[src/hw/cart_macros.svh]
//====================
// Cartridge loader constants
// Widths, header offsets and backup storage sizing
//====================
`ifndef CART_MACROS_SVH
`define CART_MACROS_SVH

// Download stream
`define CART_ADDR_W           24
`define CART_WORD_W           16

// ROM header layout
`define CART_COPIER_OFS       24'h000200
`define CART_LOROM_HDR        24'h007FD6
`define CART_HIROM_HDR        24'h00FFD6
`define CART_EXHIROM_HDR      24'h40FFD6
`define CART_DEFAULT_ROM_SIZE 4'hC

// Backup RAM and storage link
`define BSRAM_BITS            17
`define SECTOR_WORDS          256
`define SECTOR_BITS           9
`define BK_CREDITS            2

`endif

[src/hw/cart_pkg.sv]
//====================
// Shared types for the cartridge loader
//====================
`include "cart_macros.svh"

package cart_pkg;

	typedef enum logic {
		DL_CART,
		DL_CODE
	} dl_target_t;

	// One word of the download stream
	typedef struct packed {
		logic                     wr;
		dl_target_t               target;
		logic [`CART_ADDR_W-1:0]  addr;
		logic [`CART_WORD_W-1:0]  data;
	} dl_word_t;

	typedef enum logic [2:0] {
		HDR_AUTO    = 3'd0,
		HDR_NONE    = 3'd1,
		HDR_LOROM   = 3'd2,
		HDR_HIROM   = 3'd3,
		HDR_EXHIROM = 3'd4
	} header_mode_t;

	typedef struct packed {
		logic [7:0]              rom_type;
		logic [`CART_ADDR_W-1:0] rom_mask;
		logic [`CART_ADDR_W-1:0] ram_mask;
		logic                    region;
	} rom_info_t;

	typedef struct packed {
		logic [31:0] flags;
		logic [31:0] addr;
		logic [31:0] compare;
		logic [31:0] replace;
	} cheat_code_t;

	typedef struct packed {
		logic mounted;
		logic readonly;
		logic nonempty;
	} image_t;

	typedef struct packed {
		logic load;
		logic save;
		logic autosave;
		logic osd_open;
	} bk_cmd_t;

	// Console side of the backup RAM
	typedef struct packed {
		logic        ce;
		logic        we;
		logic [19:0] addr;
		logic [7:0]  data;
	} bsram_req_t;

	// write set means the sector goes out to storage
	typedef struct packed {
		logic        valid;
		logic        write;
		logic [14:0] lba;
	} sector_req_t;

	typedef struct packed {
		logic        wr;
		logic [14:0] lba;
		logic [7:0]  word;
		logic [15:0] data;
	} buf_req_t;

endpackage

[src/hw/cheat_code_assembler.sv]
//====================
// Cheat code assembler
//====================
`timescale 1ns/10ps

module cheat_code_assembler (
	input  logic                  clk_sys,
	input  logic                  reset,
	input  cart_pkg::dl_word_t    dl,
	output cart_pkg::cheat_code_t cheat,
	output logic                  cheat_valid
);

	logic code_word;

	assign code_word = dl.wr && (dl.target == cart_pkg::DL_CODE);

	always_ff @(posedge clk_sys) begin
		if (!reset) begin
			cheat_valid <= 1'b0;
		end else begin
			cheat_valid <= code_word && (dl.addr[3:0] == 4'd14);
		end
	end

	// Eight words per code, low half first
	always_ff @(posedge clk_sys) begin
		if (code_word) begin
			case (dl.addr[3:0])
				4'd0:  cheat.flags[15:0]    <= dl.data;
				4'd2:  cheat.flags[31:16]   <= dl.data;
				4'd4:  cheat.addr[15:0]     <= dl.data;
				4'd6:  cheat.addr[31:16]    <= dl.data;
				4'd8:  cheat.compare[15:0]  <= dl.data;
				4'd10: cheat.compare[31:16] <= dl.data;
				4'd12: cheat.replace[15:0]  <= dl.data;
				4'd14: cheat.replace[31:16] <= dl.data;
				default: ;
			endcase
		end
	end

endmodule

[config.mk]
export PLATFORM = sky130hd
export DESIGN_NAME = cheat_code_assembler
export DESIGN_NICKNAME = d
export VERILOG_FILES = /design/src/hw/cart_pkg.sv /design/src/hw/cheat_code_assembler.sv
export VERILOG_INCLUDE_DIRS = /design/src /design/src/hw
export SDC_FILE = /design/constraint.sdc
export NUM_CORES = 1
export LEC_CHECK = 0
export ABC_CLOCK_PERIOD_IN_PS = 1650
export BUFFER_PORTS_ARGS = -buffer_cell sky130_fd_sc_hd__buf_2
export CAP_MARGIN = 20
export CELL_PAD_IN_SITES_DETAIL_PLACEMENT = 2
export CELL_PAD_IN_SITES_GLOBAL_PLACEMENT = 2
export CORE_MARGIN = 2
export CORE_UTILIZATION = 30
export DETAILED_ROUTE_END_ITERATION = 8
export GPL_TIMING_DRIVEN = 0
export PLACE_DENSITY = 0.75
export SYNTH_ARGS = -nofsm -noshare
export SYNTH_HDL_FRONTEND = slang
export SYNTH_SLANG_ARGS = --single-unit
[constraint.sdc]
create_clock -name clk_sys -period 1.65 [get_ports clk_sys]
set_clock_uncertainty 0.05 [all_clocks]
set_input_delay 0.2475 -clock clk_sys [delete_from_list [all_inputs] [get_ports clk_sys]]
set_output_delay 0.2475 -clock clk_sys [all_outputs]
set_load 0.1 [all_outputs]
# After elaboration in Yosys (flattened, before gate mapping)
# Cells that the tools add are included.
# word_totals
word_cells	27
ff_bits	129
latch_bits	0
ram_bits	0
mem_count	0
in_bits	44
romBits	0
# classes
muxes	0
magnitude_cmp	0
n_addsub	0
n_eq_ne	7
div	0
bitwise_logic	0
reduce_logical	11
shift	0
n_mul	0
# op_table
op	count
4-bit == test, second input constant	4
2-bit AND reduction	8
4-bit by 3-bit == test with 1-bit output, second input constant	2
4-bit by 2-bit == test with 1-bit output, second input constant	1
4-bit logical NOT	1
1-bit logical AND	2

# Depth between registers and ports, before layout
# logic_depth
depth_word	2
ltp_mapped	2
mapped_depth_nobuf	2

# Worst setup path after synthesis
# No wires, ideal clock.
# synth_timing
path_type	input-to-reg
start	input dl[16] (netlist name)
end	register cheat[32] (netlist name) (enable)
t_arrival_ps	1248
setup_time_ps	388
n_path_buf	0
slack_ps	-37
required_ps	1212
path_stages	2
path_cell_list	nand4bb_1 nor2_1
# synth_via
elab_chain_len	2
# synth_lines
element	line	source
start, declared	cheat_code_assembler.sv:9	input cart_pkg::dl_word_t dl,
4-bit == test	cheat_code_assembler.sv:29	case (dl.addr[3:0])
2-bit AND reduction (no source line)	-	
end, declared	cheat_code_assembler.sv:10	output cart_pkg::cheat_code_t cheat,
# Every way passes these cells.
# A chain may end at the register's enable or synchronous reset.

# Worst setup path after layout
# layout_timing
start	register cheat[101] (netlist name)
end	output cheat[101] (netlist name)
# No word-level cell between the ends.

==> flow_summary_export.csv <==
group,metric,value,unit
clock_tree,cts_sinks,129,
synth,yosys-top-cells-area,"edfxtp_1 (97%), nor2_1 (0.66%), dfxtp_1 (0.51%)",
synth,synth_top_family_by_area,"simple AND/OR/NAND/NOR gates",
drt,viasPerCell,4.25,
power,comb_power_share,5.1,%
min_path,hold_path_class,"input pin to register",
sta,fin_crit,1550,ps
synth,yosys.area_share.simple,2.37,%
critical_path,crit_required,1350,ps
place,gp_congestion,0.707,
power,internal_power,0.00616,W
sta,slew_headroom,55.5,%
synth,synth_common_cells,"edfxtp_1 (128), nor2_1 (7), nand2b_1 (2), nor3_2 (2)",
clock_tree,cts_buffers,17,
clock_tree,cts.clk_slew.worst_paths,50,ps
status,outcome,"finished clean",
power,max-vdd-ir-drop,559,µV
job,cap_violations,0,
synth,yosysUniqueCellTypes,9,
clock_tree,clockRootBuffer,"clkbuf_16",
clock_tree,cts_max_path_buffers,2,
power,power_frac_seq,47.2,%
sta,worst_pin_slew,666,ps
synth,ys_async_sr_fraction,0,%
final_layout,fin_cells,504,
place,dpl_cell_area,0.00508,mm²
place,portBuffers,152,
sta,finalSetupViolCount,0,
synth,synth_top_area_cell,"edfxtp_1",
critical_path,worstPathArrival,1250,ps
critical_path,cp-start-kind,"register",
floorplan,start_util,31.0,%
sta,worst_slack,99.2,ps
sta,rsz0062_at_grt,"no",
synth,synth_fa_ha_area_share,0,%
final_layout,nNetsFinal,367,
synth,yosysMostFrequentCell,"edfxtp_1",
critical_path,worstPathCellList,"buf_2",
drt,ant_nets,0,
sta,hold_violations,0,
synth,synth_xor_area_share,0,%
synth,synth_top_area_share,97.1,%
final_layout,drive_above_1_share,58.1,%
synth,syn_area_per_cell,27.5,µm²
power,p_leak,2.13,nW
floorplan,io_pins,173,
power,switching_share,20.5,%
place,dp.final_hpwl,7730,µm
power,p_clk_share,47.7,%
synth,syn_nets,188,
critical_path,worstPathMaxFanout,1,
floorplan,num_rows,41,
critical_path,cp.buffers_inverters,1,
global_routing,grt.total_usage,15.8,%
drt,num_vias,2141,
synth,synth_edf_count,128,
drt,drc,0,
synth,yosys_most_used_dff,"edfxtp_1",
drt,firstDrtPassIters,4,
final_layout,syn_to_final_growth,43.2,%
place,dpl.cell_count,476,
synth,muxShareOfSynthArea,0,%
floorplan,die_width,119,µm
drt,routed_wl,10700,µm
sta,fmax,0.645,GHz
power,power_switching,0.00159,W
global_routing,gr-total-overflow,0,
sta,period_share,94.0,%
place,post-place-ws,-416,ps
global_routing,grt_pass1_vias,2390,
critical_path,critical_path.top_delay_family,"buffers and inverters",
synth,ys_warn_count,0,
final_layout,diodes,0,
synth,ys_ff_latch,129,
final_layout,postLayoutCellArea,0.00567,mm²
power,powerDensity,1370,mW/mm²
critical_path,crit_start,"cheat[101]$_DFFE_PP_",
clock_tree,htreeDepth,4,
critical_path,cpPeakStageDelay,450,ps
synth,syn_area,0.00396,mm²
drt,wl_per_cell,21.3,µm
floorplan,core_area,0.0128,mm²
critical_path,worstSetupPathType,"register to output port",
global_routing,grt_max_degree,17,
critical_path,cp.depth,1,
global_routing,grt_pass1_wl,15600,µm
floorplan,die_h,119,µm
floorplan,floorplan.die_area,0.0141,mm²
critical_path,crit_end,"cheat[101]",
synth,synth_compound_area_share,0,%
drt,drtIter0Drc,171,
critical_path,crit_path_top_delay_cell,"buf_2",
sta,slew_violations,0,
synth,synth_cells,144,
clock_tree,cts_tree,"built",
synth,ys_seq_area_share,97.6,%
clock_tree,postCtsSetupRepairBufs,0,
global_routing,antenna_found_initial,0,
critical_path,crit_path_end_kind,"output port",
-- sequential cells by signal, summed over array words and instances (netlist names) --
register,count
cheat,128
cheat_valid,1
-- cells by family after synthesis --
| kind of cell | after synthesis |
|---|---|
| flops | 129 |
| simple gates | 15 |
-- through the flow --
step                total power, W  util, %  hold WS (ps)  TNS [ps]
floorplan                  0.00399        -           296     -2630
global placement           0.00409     38.6           448   -117140
detailed placement         0.00412     39.8           481    -26400
CTS                        0.00782     44.3          42.7         0
global route               0.00795     44.4          60.9         0
finish                     0.00774     44.4          48.9         0
-- how the worst min path moves through the flow --
stage | start | endpoint | slack [ps] | depth (start not counted)
2_1_floorplan | dl[0] | cheat[0]$_DFFE_PP_ | 300 | 0
3_3_place_gp | reset | cheat_valid$_SDFF_PN0_ | 450 | 3
3_5_place_dp | dl[10] | cheat[106]$_DFFE_PP_ | 480 | 1
4_1_cts | reset | cheat_valid$_SDFF_PN0_ | 40 | 3
5_1_grt | dl[13] | cheat[45]$_DFFE_PP_ | 60 | 1
6_report | reset | cheat_valid$_SDFF_PN0_ | 50 | 3
-- metal layers --
metal  global-route usage (%)  vias up  share of wire, %
li1                         -      943                 -
met1                     17.6     1078                38
met2                     27.2       97                53
met3                     5.32       23               5.7
met4                     7.29        0               2.5
met5                        0        -                 0
-- layout make-up --
class,instances,area (µm²)
clock buffers,18,429
well taps,172,215
fillers,1206,7110
multi-input cells,15,131
flip-flops and latches,129,3860
repair buffers,160,881
clock inverters,10,145
-- repair_timing --
action                                 in CTS  in global routing
setup endpoints to repair                   0                  4
endpoints found under the hold margin       0                  0
resized for setup                           0                  2
hold buffers                                0                  0
-- cell usage in the layout, fill, tap and decap left out --
master / synthesis / routed
buf_2: 0 / 152
edfxtp_1: 128 / 128
clkbuf_16: 0 / 17
buf_8: 0 / 8
nor2_2: 0 / 5
clkinv_1: 0 / 4
bufinv_16: 0 / 4
nor3_4: 0 / 2
nand2b_1: 2 / 2
clkinv_2: 0 / 2
nand4b_2: 1 / 1
nand2_1: 1 / 1
nand4bb_2: 0 / 1
nor2_4: 0 / 1
nand3_1: 1 / 1
nor2_1: 7 / 1
dfxtp_1: 1 / 1
clkbuf_1: 0 / 1
-- power by group through the flow --
stage               clock network, W  logic (W)  registers (W)
floorplan                          0  0.0000158        0.00397
global placement                   0   0.000372        0.00372
detailed placement                 0   0.000396        0.00372
CTS                          0.00377   0.000396        0.00366
global route                 0.00389   0.000408        0.00366
finish                       0.00370   0.000393        0.00366
(Power assumes the default switching activity.)
