--- src/hw/cart_macros.svh ---
//====================
// Cartridge loader constants
// Widths, header offsets and backup storage sizing
//====================
`ifndef CART_MACROS_SVH
`define CART_MACROS_SVH

// Download stream
`define CART_ADDR_W           24
`define CART_WORD_W           16

// ROM header layout
`define CART_COPIER_OFS       24'h000200
`define CART_LOROM_HDR        24'h007FD6
`define CART_HIROM_HDR        24'h00FFD6
`define CART_EXHIROM_HDR      24'h40FFD6
`define CART_DEFAULT_ROM_SIZE 4'hC

// Backup RAM and storage link
`define BSRAM_BITS            17
`define SECTOR_WORDS          256
`define SECTOR_BITS           9
`define BK_CREDITS            2

`endif

--- src/hw/cart_pkg.sv ---
//====================
// Shared types for the cartridge loader
//====================
`include "cart_macros.svh"

package cart_pkg;

	typedef enum logic {
		DL_CART,
		DL_CODE
	} dl_target_t;

	// One word of the download stream
	typedef struct packed {
		logic                     wr;
		dl_target_t               target;
		logic [`CART_ADDR_W-1:0]  addr;
		logic [`CART_WORD_W-1:0]  data;
	} dl_word_t;

	typedef enum logic [2:0] {
		HDR_AUTO    = 3'd0,
		HDR_NONE    = 3'd1,
		HDR_LOROM   = 3'd2,
		HDR_HIROM   = 3'd3,
		HDR_EXHIROM = 3'd4
	} header_mode_t;

	typedef struct packed {
		logic [7:0]              rom_type;
		logic [`CART_ADDR_W-1:0] rom_mask;
		logic [`CART_ADDR_W-1:0] ram_mask;
		logic                    region;
	} rom_info_t;

	typedef struct packed {
		logic [31:0] flags;
		logic [31:0] addr;
		logic [31:0] compare;
		logic [31:0] replace;
	} cheat_code_t;

	typedef struct packed {
		logic mounted;
		logic readonly;
		logic nonempty;
	} image_t;

	typedef struct packed {
		logic load;
		logic save;
		logic autosave;
		logic osd_open;
	} bk_cmd_t;

	// Console side of the backup RAM
	typedef struct packed {
		logic        ce;
		logic        we;
		logic [19:0] addr;
		logic [7:0]  data;
	} bsram_req_t;

	// write set means the sector goes out to storage
	typedef struct packed {
		logic        valid;
		logic        write;
		logic [14:0] lba;
	} sector_req_t;

	typedef struct packed {
		logic        wr;
		logic [14:0] lba;
		logic [7:0]  word;
		logic [15:0] data;
	} buf_req_t;

endpackage

--- src/hw/rom_header_detect.sv ---
//====================
// ROM header detection
// Derives ROM type, masks and region from the cartridge download
//====================
`timescale 1ns/10ps
`include "cart_macros.svh"

module rom_header_detect (
	input  logic                    clk_sys,
	input  logic                    reset,
	input  cart_pkg::dl_word_t      dl,
	input  cart_pkg::header_mode_t  header_mode,
	output cart_pkg::rom_info_t     rom_info
);

	logic                    cart_word;
	logic [3:0]              rom_size;
	logic [3:0]              ram_size;
	logic [3:0]              rom_size_nx;
	logic [3:0]              ram_size_nx;
	logic [`CART_ADDR_W-1:0] field_addr;
	logic                    field_en;

	assign cart_word = dl.wr && (dl.target == cart_pkg::DL_CART);

	// Size field location for the fixed layouts
	always_comb begin
		field_en = 1'b1;
		case (header_mode)
			cart_pkg::HDR_LOROM:   field_addr = `CART_LOROM_HDR + `CART_COPIER_OFS;
			cart_pkg::HDR_HIROM:   field_addr = `CART_HIROM_HDR + `CART_COPIER_OFS;
			cart_pkg::HDR_EXHIROM: field_addr = `CART_EXHIROM_HDR + `CART_COPIER_OFS;
			default: begin
				field_addr = '0;
				field_en   = 1'b0;
			end
		endcase
	end

	// Sizes as they stand after the current word
	always_comb begin
		rom_size_nx = rom_size;
		ram_size_nx = ram_size;
		if (dl.addr == '0) begin
			rom_size_nx = `CART_DEFAULT_ROM_SIZE;
			ram_size_nx = 4'h0;
			// Copier header packs RAM size in the upper nibble
			if (header_mode == cart_pkg::HDR_AUTO && dl.data[7:0] != 8'h00) begin
				{ram_size_nx, rom_size_nx} = dl.data[7:0];
			end
		end
		if (field_en && dl.addr == field_addr) begin
			rom_size_nx = dl.data[11:8];
		end
		if (field_en && dl.addr == field_addr + `CART_ADDR_W'd2) begin
			ram_size_nx = dl.data[3:0];
		end
	end

	always_ff @(posedge clk_sys) begin
		if (!reset) begin
			rom_size <= 4'h0;
			ram_size <= 4'h0;
			rom_info <= '0;
		end else if (cart_word) begin
			rom_size <= rom_size_nx;
			ram_size <= ram_size_nx;
			if (dl.addr == '0) begin
				case (header_mode)
					cart_pkg::HDR_NONE,
					cart_pkg::HDR_LOROM:   rom_info.rom_type <= 8'd0;
					cart_pkg::HDR_HIROM:   rom_info.rom_type <= 8'd1;
					cart_pkg::HDR_EXHIROM: rom_info.rom_type <= 8'd2;
					default:               rom_info.rom_type <= dl.data[15:8];
				endcase
			end
			if (dl.addr == `CART_ADDR_W'd2) begin
				rom_info.region <= dl.data[8];
			end
			rom_info.rom_mask <= (`CART_ADDR_W'd1024 << rom_size_nx) - `CART_ADDR_W'd1;
			rom_info.ram_mask <= (ram_size_nx == 4'h0) ? '0 :
				(`CART_ADDR_W'd1024 << ram_size_nx) - `CART_ADDR_W'd1;
		end
	end

endmodule

--- config.mk ---
export PLATFORM = sky130hd
export DESIGN_NAME = rom_header_detect
export DESIGN_NICKNAME = d
export VERILOG_FILES = /design/src/hw/cart_pkg.sv /design/src/hw/rom_header_detect.sv
export VERILOG_INCLUDE_DIRS = /design/src /design/src/hw
export SDC_FILE = /design/constraint.sdc
export NUM_CORES = 1
export LEC_CHECK = 0
export ABC_AREA = 1
export BUFFER_PORTS_ARGS = -buffer_cell sky130_fd_sc_hd__buf_2
export CAP_MARGIN = 20
export CORE_MARGIN = 5
export CORE_UTILIZATION = 40
export DETAILED_ROUTE_END_ITERATION = 6
export PLACE_DENSITY = 0.67
export SLEW_MARGIN = 25
export SYNTH_ARGS = -nofsm -noshare
export SYNTH_HDL_FRONTEND = slang
export SYNTH_SLANG_ARGS = --single-unit
--- constraint.sdc ---
create_clock -name clk_sys -period 3.4 [get_ports clk_sys]
set_input_delay 0.68 -clock clk_sys [delete_from_list [all_inputs] [get_ports clk_sys]]
set_output_delay 0.68 -clock clk_sys [all_outputs]
set_load 0.1 [all_outputs]
## After elaboration in Yosys (flattened, before gate mapping)

Cells that the tools add are included.

- Flip-flop bits (word level): 65
- Input bits: 47
- Output and inout port bits: 57
- Logic and storage cells: 41

- $add $sub $neg: 3
- Eq/ne operators: 7
- Shift-type cells: 2
- Multiplexer cells: 10
- Bitwise operators: 1
- Reduce and logical (&&, ||, !) cells: 12

Operators by type and width:

| cell | count |
|---|---|
| case mux 23 bit (3 select lines) | 1 |
| == test 24 bit | 2 |
| left shift 11 x 4 -> 24 bit, first input constant | 2 |
| subtractor 24 x 1 -> 24 bit, second input constant | 2 |
| adder 24 x 2 -> 24 bit, second input constant | 1 |
| == test 24 x 2 -> 1 bit, second input constant | 1 |
| zero test 24 bit | 1 |
| 2-to-1 mux 24 bit | 1 |
| 2-to-1 mux 4 bit | 6 |
| case mux 8 bit (3 select lines) | 1 |
| nonzero test 8 bit | 1 |
| == test 3 x 2 -> 1 bit, second input constant | 2 |
| logical AND 1 bit | 4 |
| zero test 4 bit | 1 |
| AND reduction 2 bit | 2 |
| == test 3 x 1 -> 1 bit, second input constant | 1 |
| == test 3 bit, second input constant | 1 |
| zero test 3 bit | 1 |
| OR reduction 3 bit | 1 |
| OR reduction 2 bit | 1 |
| 2-to-1 mux 1 bit | 1 |
| inverter 1 bit | 1 |

## Depth between registers and ports, before layout

- Depth in word-level cells: 9
- Mapped depth: 20
- Gate-level depth less buffers: 20

## Worst setup path after synthesis

No wires, ideal clock.

- Path kind: input -> register
- Start: in dl[33] (netlist name)
- End: reg rom_info[17] (netlist name)
- Data arrival time: 2.624 ns
- Required time: 3.268 ns
- Slack: 0.643 ns
- Stages: 19
- Path buffers: 0
- Path through: nor2_1 > nand3_1 > nor2_1 > nand2_1 > nor2_1 > o21ai_0 > o21ai_0 > nand2_1 > nand2_2 > inv_2 > nor2_2 > nand3_1 > ha_1 > nand2_2 > inv_1 > o21ai_1 > nand2_1 > nand2_1 > a21oi_1

- Longest elaborated chain between the ends: 6
- Elaborated cells on any way between the ends: 9
- Classes of those cells: add/sub (1); eq/ne (1); shift (1); mux (3); reduce/logical (3)

RTL lines:

| what | RTL line | RTL |
|---|---|---|
| start, declared | rom_header_detect.sv:11 | `input cart_pkg::dl_word_t dl,` |
| zero test 24 bit / == test 24 bit (equally long branches) | rom_header_detect.sv:44, rom_header_detect.sv:55 |  |
| 2-to-1 mux 4 bit / logical AND 1 bit (equally long branches) | rom_header_detect.sv:44, rom_header_detect.sv:55 |  |
| 2-to-1 mux 4 bit * | rom_header_detect.sv:55 | `` if (field_en && dl.addr == field_addr + `CART_ADDR_W'd2) begin `` |
| left shift 11 x 4 -> 24 bit (no source line) | -- |  |
| subtractor 24 x 1 -> 24 bit | rom_header_detect.sv:82 | `` (`CART_ADDR_W'd1024 << ram_size_nx) - `CART_ADDR_W'd1; `` |
| 2-to-1 mux 24 bit * | rom_header_detect.sv:81 | `rom_info.ram_mask <= (ram_size_nx == 4'h0) ? '0 :` |
| end, declared | rom_header_detect.sv:13 | `output cart_pkg::rom_info_t rom_info` |

Every way passes the cells marked *; elsewhere a longest branch is shown, timed or not.
A chain may end at the register's enable or synchronous reset.

## Final worst setup path

- Start: in header_mode[0]
- End: reg rom_info[41] (netlist name)

- Longest elaborated chain between the ends: 7
- Elaborated cells on any way between the ends: 15
- Classes of those cells: add/sub (1); eq/ne (4); shift (1); mux (5); reduce/logical (4)

RTL lines:

| what | RTL line | RTL |
|---|---|---|
| start, declared | rom_header_detect.sv:12 | `input cart_pkg::header_mode_t header_mode,` |
| == test 3 bit (tied with other cells) | rom_header_detect.sv:29 | `case (header_mode)` |
| case mux 23 bit (3 select lines) (tied with other cells) | rom_header_detect.sv:29 |  |
| == test 24 bit (tied with other cells) | rom_header_detect.sv:52 | `if (field_en && dl.addr == field_addr) begin` |
| logical AND 1 bit / 2-to-1 mux 4 bit (equally long branches) | rom_header_detect.sv:52, rom_header_detect.sv:44 |  |
| 2-to-1 mux 4 bit * | rom_header_detect.sv:52 |  |
| left shift 11 x 4 -> 24 bit (no source line) * | -- |  |
| subtractor 24 x 1 -> 24 bit * | rom_header_detect.sv:80 | `` rom_info.rom_mask <= (`CART_ADDR_W'd1024 << rom_size_nx) - `CART_ADDR_W'd1; `` |

Marks and branches as above.

==> impl_metrics.tcl <==
set metrics [dict create \
    first_global_vias 2857 \
    skew_ns 0.00673 \
    r2r_start "ram_size[2]" \
    critPathKind "primary input to flop" \
    rsz0062_at_grt "no" \
    fmax_ghz 0.347 \
    hold_ws_ns 0.443 \
    first_pass_iters 4 \
    drt-initial-drc-count 88 \
    synth_area_sq_um 2850 \
    dieHeight_microns 94.4 \
    route.detailed.drc 0 \
    start_kind "primary input" \
    clkLatencyLatePin_ns 0.30 \
    setup_viol 0 \
    cts_sinks 47 \
    hold_violations 0 \
    status "finished clean" \
    synth_warnings 0 \
    gp_congestion 0.911 \
    cp_max_fo 13 \
    die_area_sq_um 8920 \
    synth.avg_cell_area_sq_um 6.42 \
    area_delta_synth_final_pct 19.7 \
    vdd_drop_max_mv 0.172 \
    grt_antenna_before_repair 0 \
    cts_buffer_depth 2 \
    grt-ovfl-total 0 \
    synthCells 444 \
    hpwlAfterDp_mm 5.81 \
    post-route-period-util 0.847 \
    vias 2988 \
    cts_buffers 5 \
    cts_tree "built" \
    hold_end "rom_info[0]" \
    synth_cell_types 31 \
    critPathRequiredTime_ns 3.60 \
    clk_pin_slew_ns 0.08 \
    wl_per_cell_microns 11.9 \
    rr_endpoint "rom_info[17]" \
    fin_nets 577 \
    cts_resized 0 \
    r2r_slack_ns 1.56 \
    layout.cells.non_filler 625 \
    grt_max_degree 33 \
    power.density_nw_per_um2 370 \
    dieWidth_microns 94.4 \
    dp.cells 617 \
    std_cell_rows 30 \
    endpoint_kind "flop" \
    ios 104 \
    grt_pass1_wl_mm 12.6 \
    cts.repair_timing.setup_buffer_count 0 \
    drive_gt1_frac 0.280 \
    hold_class "flop to flop" \
    cts_root_buf "clkbuf_8" \
    io_buffers 103 \
    htreeDepth 2 \
    hold_depth 2 \
    p_leak_nw 1.74 \
    antennaDiodeCount 0 \
    tns_ns 0 \
    ctsHoldBuffers 0 \
    track_usage 0.173 \
    core-area_sq_um 6870 \
    totalWireLength_mm 7.42 \
    synthesis.nets 493 \
    yosys_register_bits 47 \
    vias_per_cell 4.78 \
    cap_violations 0 \
    worst_slew_pin_slew_ns 0.608 \
    reg2regPathDepth 13 \
    arrival_ns 3.08 \
    slew_headroom 0.593 \
    yosysSeqAreaShare 0.330 \
    utilization 0.497 \
    fin_crit_ns 2.88 \
    initial_utilization 0.415 \
    hp-start "rom_info[0]" \
    report.final.slew_viol_count 0 \
    ant_nets 0 \
]
==> cells by family (layout without fill, tap and decap cells) <==
kind of cell / after synthesis / after routing / share of synthesized area
flip-flops: 47 / 47 / 0.330
AND/OR/NAND/NOR: 237 / 237 / 0.383
adder cells (fa/ha/maj): 2 / 2 / 0.00877
buffers and inverters: 86 / 171 / 0.140
XOR/XNOR: 1 / 1 / 0.00307
AO/OA/AOI/OAI: 71 / 71 / 0.135
==> cell type report <==
cell class	count	area, sq um
Clock buffer	6	72.6
Timing Repair Buffer	107	546
Multi-Input combinational cell	311	1510
Sequential cell	47	941
Inverter	56	210
Clock inverter	2	12.5
Fill cell	740	3450
Tap cell	96	120
==> critical path: stages <==
cell and delay (ns):
buf_2 0.13, nor2_4 0.16, nand2_2 0.18, nand2_1 0.10
nand2_1 0.05, nor2_1 0.09, nand2_1 0.09, nor2_4 0.22
nand2_1 0.17, nand2_2 0.11, nand2_4 0.09, nor2_4 0.20
nand2_1 0.11, ha_1 0.25, nand2_4 0.12, inv_2 0.06
nand2_1 0.05, nand3_1 0.07, o211ai_1 0.09, inv_1 0.05
==> cells in the final DEF, fill, tap and decap left out, drive strengths merged, types with 4 or more instances in the layout <==
master  instances
a21oi          35
a31oi           5
buf           107
clkbuf          6
dfxtp          47
inv            56
nand2         121
nand3          36
nand4          13
nor2           57
nor3            6
o211ai          4
o21ai          24
==> routing by layer <==
metal,vias to the layer above,routed length [microns],GRT usage
met4,0,123,0.0626
li1,1583,-,-
met5,-,0,0
met3,10,391,0.0359
met2,65,3660,0.316
met1,1330,3240,0.199
==> sequential cells by signal, summed over array words and instances, names as in the netlist <==
| register | count |
|---|---|
| ram_size | 4 |
| rom_info | 39 |
| rom_size | 4 |
==> through the flow <==
stage	setup slack, ns	cell area, sq um	power (mW)
detailed placement	0.194	3330	0.947
global route	0.163	3410	1.33
floorplan	0.643	2850	0.883
finish	0.519	3410	1.26
global placement	0.271	3330	0.946
CTS	0.524	3410	1.28
==> Yosys cell counts <==
library cell  instances  area share
a21oi_1              34       0.060
a21oi_2               1      0.0031
a22oi_1               1      0.0026
a31oi_1               5       0.011
buf_2                 2      0.0035
buf_4                18       0.047
buf_6                 1      0.0039
clkbuf_1              9       0.012
dfxtp_1              47        0.33
ha_1                  2      0.0088
inv_1                50       0.066
inv_2                 6      0.0079
nand2_1             106        0.14
nand2_2              13       0.029
nand2_4               2      0.0079
nand3_1              34       0.060
nand3_2               2      0.0070
nand3b_1              3      0.0079
nand4_1              12       0.026
nand4_2               1      0.0044
nor2_1               49       0.065
nor2_2                4      0.0088
nor2_4                4       0.016
nor3_1                6       0.011
o211ai_1              4       0.011
o21ai_0              21       0.037
o21ai_1               3      0.0053
o21bai_1              1      0.0026
o221ai_1              1      0.0031
or2_1                 1      0.0022
xor2_1                1      0.0031
==> worst max path at each step <==
stage	startpoint	to	slack, ns	cells past startpoint
finish	header_mode[0]	rom_info[41]	0.52	20
CTS	header_mode[0]	rom_info[17]	0.52	20
detailed placement	header_mode[0]	rom_info[17]	0.19	20
global placement	header_mode[0]	rom_info[17]	0.27	20
global route	dl[33]	rom_info[17]	0.16	20
floorplan	dl[33]	rom_info[17]	0.64	19
==> power by group <==
group | total [mW] | leakage [nW] | switching, mW | internal, mW
clock | 0.330 | 0.0412 | 0.186 | 0.144
sequential | 0.573 | 0.382 | 0.00843 | 0.565
combinational | 0.360 | 1.32 | 0.285 | 0.0758
Note: power is estimated with default switching activity, not from simulation.
