<file path="config.mk">
export PLATFORM = sky130hd
export DESIGN_NAME = backup_sequencer
export DESIGN_NICKNAME = d
export VERILOG_FILES = /design/src/hw/cart_pkg.sv /design/src/hw/backup_sequencer.sv /design/src/hw/sector_counter.sv
export VERILOG_INCLUDE_DIRS = /design/src /design/src/hw
export SDC_FILE = /design/constraint.sdc
export NUM_CORES = 1
export LEC_CHECK = 0
export ABC_CLOCK_PERIOD_IN_PS = 4350
export BUFFER_PORTS_ARGS = -buffer_cell sky130_fd_sc_hd__clkbuf_2
export CORE_UTILIZATION = 40
export CTS_CLUSTER_DIAMETER = 150
export CTS_CLUSTER_SIZE = 30
export DETAILED_ROUTE_END_ITERATION = 16
export PLACE_DENSITY_LB_ADDON = 0.2
export REMOVE_ABC_BUFFERS = 1
export SLEW_MARGIN = 5
export SYNTH_ARGS = -nofsm -noshare
export SYNTH_HDL_FRONTEND = slang
export SYNTH_HIERARCHICAL = 1
export SYNTH_SLANG_ARGS = --single-unit
</file>
<file path="constraint.sdc">
create_clock -name clk_sys -period 4.35 [get_ports clk_sys]
set_clock_uncertainty 0.05 [all_clocks]
set_input_delay 0.6525 -clock clk_sys [delete_from_list [all_inputs] [get_ports clk_sys]]
set_output_delay 0.6525 -clock clk_sys [all_outputs]
set_load 0.01 [all_outputs]
</file>
<file path="src/hw/cart_macros.svh">
//====================
// Cartridge loader constants
// Widths, header offsets and backup storage sizing
//====================
`ifndef CART_MACROS_SVH
`define CART_MACROS_SVH

// Download stream
`define CART_ADDR_W           24
`define CART_WORD_W           16

// ROM header layout
`define CART_COPIER_OFS       24'h000200
`define CART_LOROM_HDR        24'h007FD6
`define CART_HIROM_HDR        24'h00FFD6
`define CART_EXHIROM_HDR      24'h40FFD6
`define CART_DEFAULT_ROM_SIZE 4'hC

// Backup RAM and storage link
`define BSRAM_BITS            17
`define SECTOR_WORDS          256
`define SECTOR_BITS           9
`define BK_CREDITS            2

`endif

</file>
<file path="src/hw/cart_pkg.sv">
//====================
// Shared types for the cartridge loader
//====================
`include "cart_macros.svh"

package cart_pkg;

	typedef enum logic {
		DL_CART,
		DL_CODE
	} dl_target_t;

	// One word of the download stream
	typedef struct packed {
		logic                     wr;
		dl_target_t               target;
		logic [`CART_ADDR_W-1:0]  addr;
		logic [`CART_WORD_W-1:0]  data;
	} dl_word_t;

	typedef enum logic [2:0] {
		HDR_AUTO    = 3'd0,
		HDR_NONE    = 3'd1,
		HDR_LOROM   = 3'd2,
		HDR_HIROM   = 3'd3,
		HDR_EXHIROM = 3'd4
	} header_mode_t;

	typedef struct packed {
		logic [7:0]              rom_type;
		logic [`CART_ADDR_W-1:0] rom_mask;
		logic [`CART_ADDR_W-1:0] ram_mask;
		logic                    region;
	} rom_info_t;

	typedef struct packed {
		logic [31:0] flags;
		logic [31:0] addr;
		logic [31:0] compare;
		logic [31:0] replace;
	} cheat_code_t;

	typedef struct packed {
		logic mounted;
		logic readonly;
		logic nonempty;
	} image_t;

	typedef struct packed {
		logic load;
		logic save;
		logic autosave;
		logic osd_open;
	} bk_cmd_t;

	// Console side of the backup RAM
	typedef struct packed {
		logic        ce;
		logic        we;
		logic [19:0] addr;
		logic [7:0]  data;
	} bsram_req_t;

	// write set means the sector goes out to storage
	typedef struct packed {
		logic        valid;
		logic        write;
		logic [14:0] lba;
	} sector_req_t;

	typedef struct packed {
		logic        wr;
		logic [14:0] lba;
		logic [7:0]  word;
		logic [15:0] data;
	} buf_req_t;

endpackage

</file>
<file path="src/hw/backup_sequencer.sv">
//====================
// Backup sequencer
// Load, save and autosave over a credit-based storage link
//====================
`timescale 1ns/10ps
`include "cart_macros.svh"

module backup_sequencer (
	input  logic                  clk_sys,
	input  logic                  reset,
	input  cart_pkg::dl_word_t    dl,
	input  cart_pkg::rom_info_t   rom_info,
	input  cart_pkg::image_t      image,
	input  cart_pkg::bk_cmd_t     cmd,
	input  cart_pkg::bsram_req_t  console,
	input  logic                  credit_return,
	output cart_pkg::sector_req_t sector_req,
	output logic                  bk_busy,
	output logic                  bk_loading,
	output logic                  bk_pending
);

	localparam int CREDIT_W = $clog2(`BK_CREDITS + 1);

	typedef enum logic [1:0] {
		IDLE,
		RUN,
		DRAIN
	} state_t;

	state_t                  state;
	logic [CREDIT_W-1:0]     credits;
	logic                    cart_word;
	logic                    cart_word_q;
	logic                    bk_ena;
	logic                    bk_save;
	logic                    load_q, load_qq;
	logic                    save_q, save_qq;
	logic                    dl_end;
	logic                    start;
	logic                    start_load;
	logic                    issue;
	logic                    complete;
	logic [`CART_ADDR_W-1:0] mask_sectors;
	logic [14:0]             next_lba;
	logic                    all_issued;
	logic                    all_done;

	// A cartridge arrives as one unbroken burst of words
	assign cart_word = dl.wr && (dl.target == cart_pkg::DL_CART);
	assign bk_save   = cmd.save || (bk_pending && cmd.osd_open && cmd.autosave);

	always_ff @(posedge clk_sys) begin
		if (!reset) begin
			cart_word_q <= 1'b0;
			bk_ena      <= 1'b0;
			load_q      <= 1'b0;
			load_qq     <= 1'b0;
			save_q      <= 1'b0;
			save_qq     <= 1'b0;
		end else begin
			cart_word_q <= cart_word;
			if (cart_word && !cart_word_q) begin
				bk_ena <= 1'b0;
			end
			if (cart_word && image.mounted && !image.readonly) begin
				bk_ena <= |rom_info.ram_mask;
			end
			load_q  <= cmd.load && bk_ena;
			load_qq <= load_q;
			save_q  <= bk_save && bk_ena;
			save_qq <= save_q;
		end
	end

	// Fresh cartridge with a save image pulls the backup in
	assign dl_end     = cart_word_q && !cart_word && image.nonempty && bk_ena;
	assign start_load = dl_end || (load_q && !load_qq);
	assign start      = (state == IDLE) && (start_load || (save_q && !save_qq));

	assign issue    = (state == RUN) && (credits != '0) && !all_issued;
	assign complete = credit_return && (state != IDLE);

	assign mask_sectors = rom_info.ram_mask >> `SECTOR_BITS;

	sector_counter i_sector_counter (
		.clk_sys    (clk_sys),
		.reset      (reset),
		.start      (start),
		.last_lba   (mask_sectors[14:0]),
		.issue      (issue),
		.complete   (complete),
		.next_lba   (next_lba),
		.all_issued (all_issued),
		.all_done   (all_done)
	);

	//====================
	// Transfer FSM
	//====================
	always_ff @(posedge clk_sys) begin
		if (!reset) begin
			state      <= IDLE;
			bk_loading <= 1'b0;
			credits    <= CREDIT_W'(`BK_CREDITS);
			sector_req <= '0;
		end else begin
			credits          <= credits - CREDIT_W'(issue) + CREDIT_W'(credit_return);
			sector_req.valid <= issue;
			sector_req.write <= !bk_loading;
			sector_req.lba   <= next_lba;
			case (state)
				IDLE: begin
					if (start) begin
						state      <= RUN;
						bk_loading <= start_load;
					end
				end
				RUN, DRAIN: begin
					if (all_done) begin
						state      <= IDLE;
						bk_loading <= 1'b0;
					end else if (all_issued) begin
						state <= DRAIN;
					end
				end
				default: state <= IDLE;
			endcase
		end
	end

	assign bk_busy = (state != IDLE);

	// Dirty flag
	always_ff @(posedge clk_sys) begin
		if (!reset) begin
			bk_pending <= 1'b0;
		end else if (start) begin
			bk_pending <= 1'b0;
		end else if (bk_ena && !cmd.osd_open && console.ce && console.we) begin
			bk_pending <= 1'b1;
		end
	end

	// Storage returns no more credits than it was handed
	assert property (@(posedge clk_sys) disable iff (!reset) credits <= `BK_CREDITS)
		else $error("storage credit overflow");

endmodule

</file>
<file path="src/hw/sector_counter.sv">
//====================
// Sector issue and completion counters
//====================
`timescale 1ns/10ps

module sector_counter (
	input  logic        clk_sys,
	input  logic        reset,
	input  logic        start,
	input  logic [14:0] last_lba,
	input  logic        issue,
	input  logic        complete,
	output logic [14:0] next_lba,
	output logic        all_issued,
	output logic        all_done
);

	logic [15:0] issue_cnt;
	logic [15:0] done_cnt;
	logic [15:0] total;

	assign total = {1'b0, last_lba} + 16'd1;

	always_ff @(posedge clk_sys) begin
		if (!reset) begin
			issue_cnt <= '0;
			done_cnt  <= '0;
		end else if (start) begin
			issue_cnt <= '0;
			done_cnt  <= '0;
		end else begin
			issue_cnt <= issue_cnt + 16'(issue);
			done_cnt  <= done_cnt + 16'(complete);
		end
	end

	assign next_lba   = issue_cnt[14:0];
	assign all_issued = (issue_cnt == total);
	// Counts the completion arriving this cycle
	assign all_done   = ((done_cnt + 16'(complete)) == total);

	// Storage cannot finish a sector that was never requested
	assert property (@(posedge clk_sys) disable iff (!reset) done_cnt <= issue_cnt)
		else $error("sector completions ahead of requests");

endmodule

</file>
Word level (Yosys, flattened, before mapping)

Cells that the tools add are included.

Add/subtract/negate cells: 5
Equality and inequality tests: 7
Mux-type cells: 9
Bitwise operators: 2
Reduce and logical (&&, ||, !) cells: 41

Operators with widths:

| cell                                           | number |
|---|---|
| adder 16 x 1 -> 16 bit                         | 2 |
| == test 16 bit                                 | 2 |
| OR reduction 24 bit                            | 1 |
| logical AND 1 bit                              | 20 |
| adder 15 x 1 -> 16 bit (second input constant) | 1 |
| logical NOT 1 bit                              | 8 |
| nonzero test 2 bit                             | 4 |
| two-way mux 2 bit                              | 3 |
| two-way mux 1 bit                              | 4 |
| one-hot mux 2 bit (2 select lines)             | 1 |
| OR reduction 2 bit                             | 2 |
| logical OR 1 bit                               | 3 |
| != test 3 bit (second input constant)          | 1 |
| AND reduction 3 bit                            | 1 |
| adder 2 x 1 -> 2 bit                           | 1 |
| == test 2 x 1 -> 1 bit (second input constant) | 1 |
| == test 2 bit (second input constant)          | 1 |
| logical NOT 2 bit                              | 1 |
| != test 2 x 1 -> 1 bit (second input constant) | 1 |
| != test 2 bit (second input constant)          | 1 |
| inverter 1 bit                                 | 2 |
| one-hot mux 1 bit (2 select lines)             | 1 |
| AND reduction 2 bit                            | 1 |
| subtractor 2 x 1 -> 2 bit                      | 1 |

Bits in registers: 61
Output and inout port bits: 20
Logic and storage cells: 79

Depth between registers and ports, before layout

Gate-level depths: netlist of the first run.

Depth in word-level cells: 11
Gate-level depth with buffers: 18

Hierarchy

The synthesis of the first run kept the hierarchy.

By module, submodules not included:

| module           | instances | cells each | area an instance (µm²) | seq. area each (µm²) |
|---|---|---|---|---|
| sector_counter   | 1         | 264        | 2219.6                 | 640.6 |
| backup_sequencer | 1         | 106        | 1086.0                 | 580.6 |

Worst setup path after synthesis of the first run

Ideal clock, no wire load.

Path kind: input-to-reg
Start point: in rom_info[10] in the netlist's numbering
End point: reg i_sector_counter.issue_cnt[10]
Arrival: 3.187 ns
Required time: 4.229 ns
Setup slack: 1.042 ns
Stages: 16
Cells stage by stage: ha_1 nand3_1 nor2_1 nand2_1 xor2_1 xor2_1 nand4_1 nor3_1 nor3b_1 ha_1 ha_1 nand3_1 nor2_1 nand2_1 or3_1 a21oi_1

Cells in the longest elaborated chain, start to end: 5

RTL lines:

| what                   | RTL line               | RTL |
|---|---|---|
| from (decl)            | backup_sequencer.sv:12 | `input cart_pkg::rom_info_t rom_info,` |
| adder 15 x 1 -> 16 bit | sector_counter.sv:22   | `assign total = {1'b0, last_lba} + 16'd1;` |
| == test 16 bit         | sector_counter.sv:38   | `assign all_issued = (issue_cnt == total);` |
| via all_issued         | backup_sequencer.sv:46 | `logic all_issued;` |
| logical NOT 1 bit      | backup_sequencer.sv:81 | `assign issue = (state == RUN) && (credits != '0) && !all_issued;` |
| logical AND 1 bit      | backup_sequencer.sv:81 |  |
| via issue              | backup_sequencer.sv:42 | `logic issue;` |
| adder 16 x 1 -> 16 bit | sector_counter.sv:32   | `issue_cnt <= issue_cnt + 16'(issue);` |
| to (signal assigned)   | sector_counter.sv:32   |  |
| to (decl)              | sector_counter.sv:18   | `logic [15:0] issue_cnt;` |

The timed path passes the listed nets, and every way through them passes these cells.
A chain may end at the register's enable or synchronous reset.

Worst setup path in the final report of the first run

Start point: in rom_info[11] in the netlist's numbering
End point: reg i_sector_counter.issue_cnt[14]

Same word-level chain as after synthesis.

==> results of run 1 <==
==> cell type report <==
class	count	area share
Clock inverter	6	0.0162
Inverter	13	0.0129
Timing Repair Buffer	59	0.0794
Tap cell	102	0.0337
Sequential cell	61	0.323
Clock buffer	10	0.0337
Multi-Input combinational cell	274	0.501
==> power groups by stage <==
stage               registers (mW)  logic [mW]  clock network (mW)
global route                 0.567       0.108               0.530
finish                       0.567      0.0958               0.495
detailed placement           0.580      0.0961                   0
floorplan                    0.580      0.0524                   0
global placement             0.579      0.0940                   0
CTS                          0.567      0.0965               0.512
==> registers in the layout, indices dropped and copies added (netlist names) <==
signal / cells
bk_pending: 1
i_sector_counter/issue_cnt: 16
save_q: 1
sector_req: 17
bk_ena: 1
load_q: 1
load_qq: 1
state: 2
save_qq: 1
cart_word_q: 1
i_sector_counter/done_cnt: 16
bk_loading: 1
credits: 2
==> kinds of logic (layout without fill, tap and decap cells) <==
| kind of cell | after synthesis | after routing | share of synthesized area |
|---|---|---|---|
| AOI/OAI and AO/OA | 23 | 23 | 0.0519 |
| xor gates and xnor gates | 73 | 73 | 0.203 |
| adders and majority gates | 10 | 10 | 0.0379 |
| buffers and inverters | 35 | 88 | 0.0568 |
| DFF | 61 | 61 | 0.369 |
| muxes | 1 | 1 | 0.00341 |
| and+or+nand+nor | 167 | 167 | 0.277 |
==> metal layers <==
| metal | part of all wire | track usage |
|---|---|---|
| met4 | 0.020 | 0.0846 |
| met2 | 0.42 | 0.269 |
| met3 | 0.059 | 0.0443 |
| met5 | 0 | 0 |
| met1 | 0.50 | 0.253 |
==> cell usage in the layout, fill, tap and decap left out, types with 2 or more instances in the layout <==
master	instances
a21oi_1	9
a31oi_1	2
and2_1	19
and3_1	3
and4_1	3
buf_4	2
clkbuf_2	57
clkbuf_8	9
clkinv_2	3
dfxtp_1	61
ha_1	10
inv_1	13
nand2_1	23
nand2b_1	4
nand3_1	18
nand3_2	2
nand4_1	11
nand4_4	2
nor2_1	50
nor2b_1	3
nor3_1	8
nor4_1	10
nor4_2	2
o21ai_0	5
or3_1	3
xnor2_1	38
xor2_1	33
==> worst max-delay path: stages <==
cell,delay (ps)
clkbuf_2,140
ha_1,210
nand3_1,180
nor2_1,200
nand2_1,90
xor2_1,260
xor2_1,110
nand4_1,120
nor3_1,100
nor3b_1,400
ha_1,280
ha_1,200
nand3_1,130
nor2_1,240
nand2_1,120
nor2_1,190
nand2_1,90
xor2_1,150
nor2_1,50
==> final timing paths <==
| check | startpoint | to | slack (ps) | cells past startpoint |
|---|---|---|---|---|
| worst max-delay path | rom_info[11] | i_sector_counter/issue_cnt[14] | 610 | 19 |
| worst min-delay path | load_q | load_qq | 400 | 1 |
| worst max register to register | state[0] | state[0] | 860 | 15 |
| worst min register to register | load_q | load_qq | 400 | 1 |
==> through the flow <==
step                       util  std cells  hold WS, ps  setup slack [ps]  instance area (sq um)
after CTS                 0.482        525          399               644                   3780
after floorplan               -        348          371              1030                   3170
final                     0.482        525          396               611                   3780
after global placement    0.458        509          380               381                   3590
after detailed placement  0.458        509          383               276                   3590
after global routing      0.482        525          431               160                   3780
==> metrics.txt, run 1 <==
TritonCTS Buffers=9; fill cell count=787; row count=32; DRT iter0 DRCs=84; first-pass GRT wire length=12,100 um; Unique masters post-synth=41; register area share after synthesis=0.369; DR vias=2,593; sw power=0.288 mW; clk root buf=clkbuf_8; RSZ-0062 raised after global routing=false; initial antenna violation count=0; fraction of layout cells with a size suffix above 1=0.213; total of max-cap violations=0; drt drc=0; Async SR Flop Fraction=0; worst hold path type=flop to flop; gpl congestion=0.938; Syn Inst Count=370; f_max=267 MHz; area of the core=7850 sq um; IO Pins=159; Yosys warnings=6; Synth Register Bits=61; critical path peak fanout=5; final setup fails=0; Synth-to-Final Area Change=14.5%; Clock Path Buffers=2; Int Pwr=0.869 mW; die height=92.9 um; Worst setup SP type=input port; syn avg cell area=8.93 sq um; nets=567; final worst path period share=0.859; P per Cell Area=306 nW/um^2; Die X=92.9 um; post_cts resized=0; Clk network pwr share=0.427; VDD IR max=0.000185 V; Skew-Pair Late Insertion Delay=350 ps; Clock transition at path regs=70 ps; CTS tree=built; setup_tns=0 ps; Synth area leaders=dfxtp_1 37%, xnor2_1 10%, xor2_1 8.7%; starting density of the core=0.421; Tmin final=3740 ps; Tot GR Track Use=0.184; Die ar.=8630 sq um; synthesized area=3310 sq um; H-tree Lvls=3; DRT antenna net count=0; status=finished, final reports clean; number of post-CTS setup repair buffers=0; synth cell count leaders=61 x dfxtp_1, 50 x nor2_1, 38 x xnor2_1, 33 x xor2_1, 23 x nand2_1; share of the synthesized area in the top cell type=0.369; Tot Pwr=1.16 mW; Flop pwr share=0.490; crit path DAT=3920 ps; Fin. Hold Viols=0; crit end category=flop; switching share of power=0.249; Synth Flop Type=dfxtp_1; FF/Latch Area=1220 sq um; Max-slew headroom=0.660; Crit Path Category=input port to flop; combinational power share=0.083; Hold-fix buffers, CTS=0; Multi-input gate area=1900 sq um; 1st-pass router iterations=4; TritonCTS Sinks=61; Post-DP HPWL=5330 um; PortBufs=57; final WL=7160 um; count leader, synth=dfxtp_1; gr ovfl total=0; Yosys top cell by area=dfxtp_1; actual slew at the worst max-slew pin=506 ps; antenna cells=0; largest net degree at the start of global routing=33; number of vias per cell=4.94; number of synthesized flops with an enable pin=0; WP data required=4530 ps; vias in the first global route=2,489; WL/cell=13.6 um; fin. max-slew vios=0; Pleak=1.51 nW
(Power assumes the default switching activity.)
==> run 2, diff against run 1 <==
- ABC_CLOCK_PERIOD_IN_PS: 4350 -> default
- CTS_BUF_LIST: default -> sky130_fd_sc_hd__clkbuf_2 sky130_fd_sc_hd__clkbuf_4 sky130_fd_sc_hd__clkbuf_8
==> run 2 against run 1 <==
Flip-flop and latch count stayed put. Register-to-register slack about the same. Non-clock buffer count unchanged. Largest cell class unchanged. Sequential power about the same.
==> metrics.txt, run 2 (synthesis gave the netlist of run 1 again) <==
status=finished, final reports clean; Finished Layout Cells=525 (unchanged); nets=567 (unchanged); Die X=92.9 um (unchanged); fraction of layout cells with a size suffix above 1=0.215 (+0.00236); Hold Crit Start=load_q; critical path peak fanout=5 (unchanged); Top Usage Layer GRT=met2; crit path DAT=3920 ps (about the same); setup_tns=0 ps (unchanged); Final WS setup=608 ps (-3.70 ps); r2r setup slk=860 ps (about the same); hold slack=396 ps (-0.00100 ps); gpl congestion=0.938 (unchanged); final WL=7160 um (about the same); H-tree Lvls=3 (unchanged); 1st-pass router iterations=4 (unchanged); TritonCTS Sinks=61 (unchanged); area of the core=7850 sq um (unchanged); antenna cells=0 (unchanged); Hold Path Depth=1 (unchanged); DRT iter0 DRCs=85 (+1.2%); P per Cell Area=307 nW/um^2 (+0.41%); dpl cell area=3590 sq um (unchanged); gr ovfl total=0 (unchanged); WP data required=4530 ps (about the same); Pleak=1.51 nW (+0.23%); Fin. Hold Viols=0 (unchanged); number of vias per cell=4.93 (-0.19%); Hold-fix buffers, CTS=0 (unchanged); most frequent cells in the layout=61 x dfxtp_1, 57 x clkbuf_2, 50 x nor2_1; starting density of the core=0.421 (unchanged); DRT antenna net count=0 (unchanged); Die ar.=8630 sq um (unchanged); Max-slew headroom=0.661 (about the same); worst hold path type=flop to flop; clk root buf=clkbuf_8; Clock transition at path regs=70 ps (about the same); Tot Pwr=1.16 mW (+0.51%); largest net degree at the start of global routing=33 (unchanged); Inst Count DP=509 (unchanged); Hold Crit Endpoint=load_qq; drt drc=0 (unchanged); WL/cell=13.6 um (about the same); TritonCTS Buffers=9 (unchanged); number of post-CTS setup repair buffers=0 (unchanged); fin util=0.483 (about the same); Top Registers=sector_req x17, i_sector_counter/done_cnt x16, i_sector_counter/issue_cnt x16; Most flops, register=sector_req; crit end category=flop; Tmin final=3740 ps (+3.70 ps); total of max-cap violations=0 (unchanged); Tot GR Track Use=0.184 (unchanged); fin. max-slew vios=0 (unchanged); final worst path period share=0.860 (about the same); pre-CTS setup slack=276 ps (unchanged); f_max=267 MHz (about the same); Synth-to-Final Area Change=14.6% (about the same); row count=32 (unchanged); commonest non-fill, non-tap cell in the layout=dfxtp_1; reg2reg start=state[0]; vias in the first global route=2,489 (unchanged); post_cts resized=0 (unchanged); final setup fails=0 (unchanged); actual slew at the worst max-slew pin=505 ps (-0.286 ps); first-pass GRT wire length=12,100 um (unchanged); Global Route met3 Usage=0.0443 (unchanged); M2 GR Usage=0.269 (unchanged); R2R depth=15 (unchanged); R2R Path End=state[0]; Post-DP HPWL=5330 um (unchanged); die height=92.9 um (unchanged); Worst setup SP type=input port; IO Pins=159 (unchanged); Finished Cell Area=3790 sq um (about the same); initial antenna violation count=0 (unchanged); RSZ-0062 raised after global routing=false; Skew-Pair Late Insertion Delay=350 ps (about the same); VDD IR max=0.000184 V (-0.37%); PortBufs=57 (unchanged); max reg flops=17 (unchanged); CTS tree=built; Clock Path Buffers=2 (unchanged); Crit Path Category=input port to flop; DR vias=2,588 (-0.19%); met1 usage=0.253 (unchanged)
## run 2: final cells by class
class                      count  area (sq um)
sequential                    61          1220
clock buffer                  10           131
multi-input combinational    274          1900
timing repair buffer          59           300
clock inverter                 6          61.3
fill                         785          4060
inverter                      13          48.8
tap                          102           128
## run 2: worst max-delay path by stage
stage,startpoint,endpoint,cells after the start
6_report,rom_info[11],i_sector_counter/issue_cnt[14],19
5_1_grt,rom_info[11],i_sector_counter/issue_cnt[12],19
4_1_cts,rom_info[11],i_sector_counter/issue_cnt[14],19
3_5_place_dp,rom_info[11],i_sector_counter/issue_cnt[12],19
3_3_place_gp,rom_info[11],i_sector_counter/issue_cnt[12],19
2_1_floorplan,rom_info[10],i_sector_counter/issue_cnt[10],16
## run 2: metal layers
| metal | part of all wire | vias to the layer above |
|---|---|---|
| met5 | 0 | - |
| met3 | 0.058 | 11 |
| met1 | 0.50 | 1183 |
| met2 | 0.42 | 70 |
| met4 | 0.020 | 0 |
| li1 | - | 1324 |
## run 2: where the power goes
group / switching [mW] / internal [mW]
clock: 0.231 / 0.270
sequential: 0.00342 / 0.563
combinational: 0.0536 / 0.0422
total: 0.288 / 0.875
## run 2: critical path, stage by stage
cell,delay [ps]
clkbuf_2,140
ha_1,210
nand3_1,180
nor2_1,200
nand2_1,90
xor2_1,260
xor2_1,110
nand4_1,120
nor3_1,100
nor3b_1,400
ha_1,280
ha_1,200
nand3_1,130
nor2_1,240
nand2_1,120
nor2_1,190
nand2_1,90
xor2_1,150
nor2_1,50
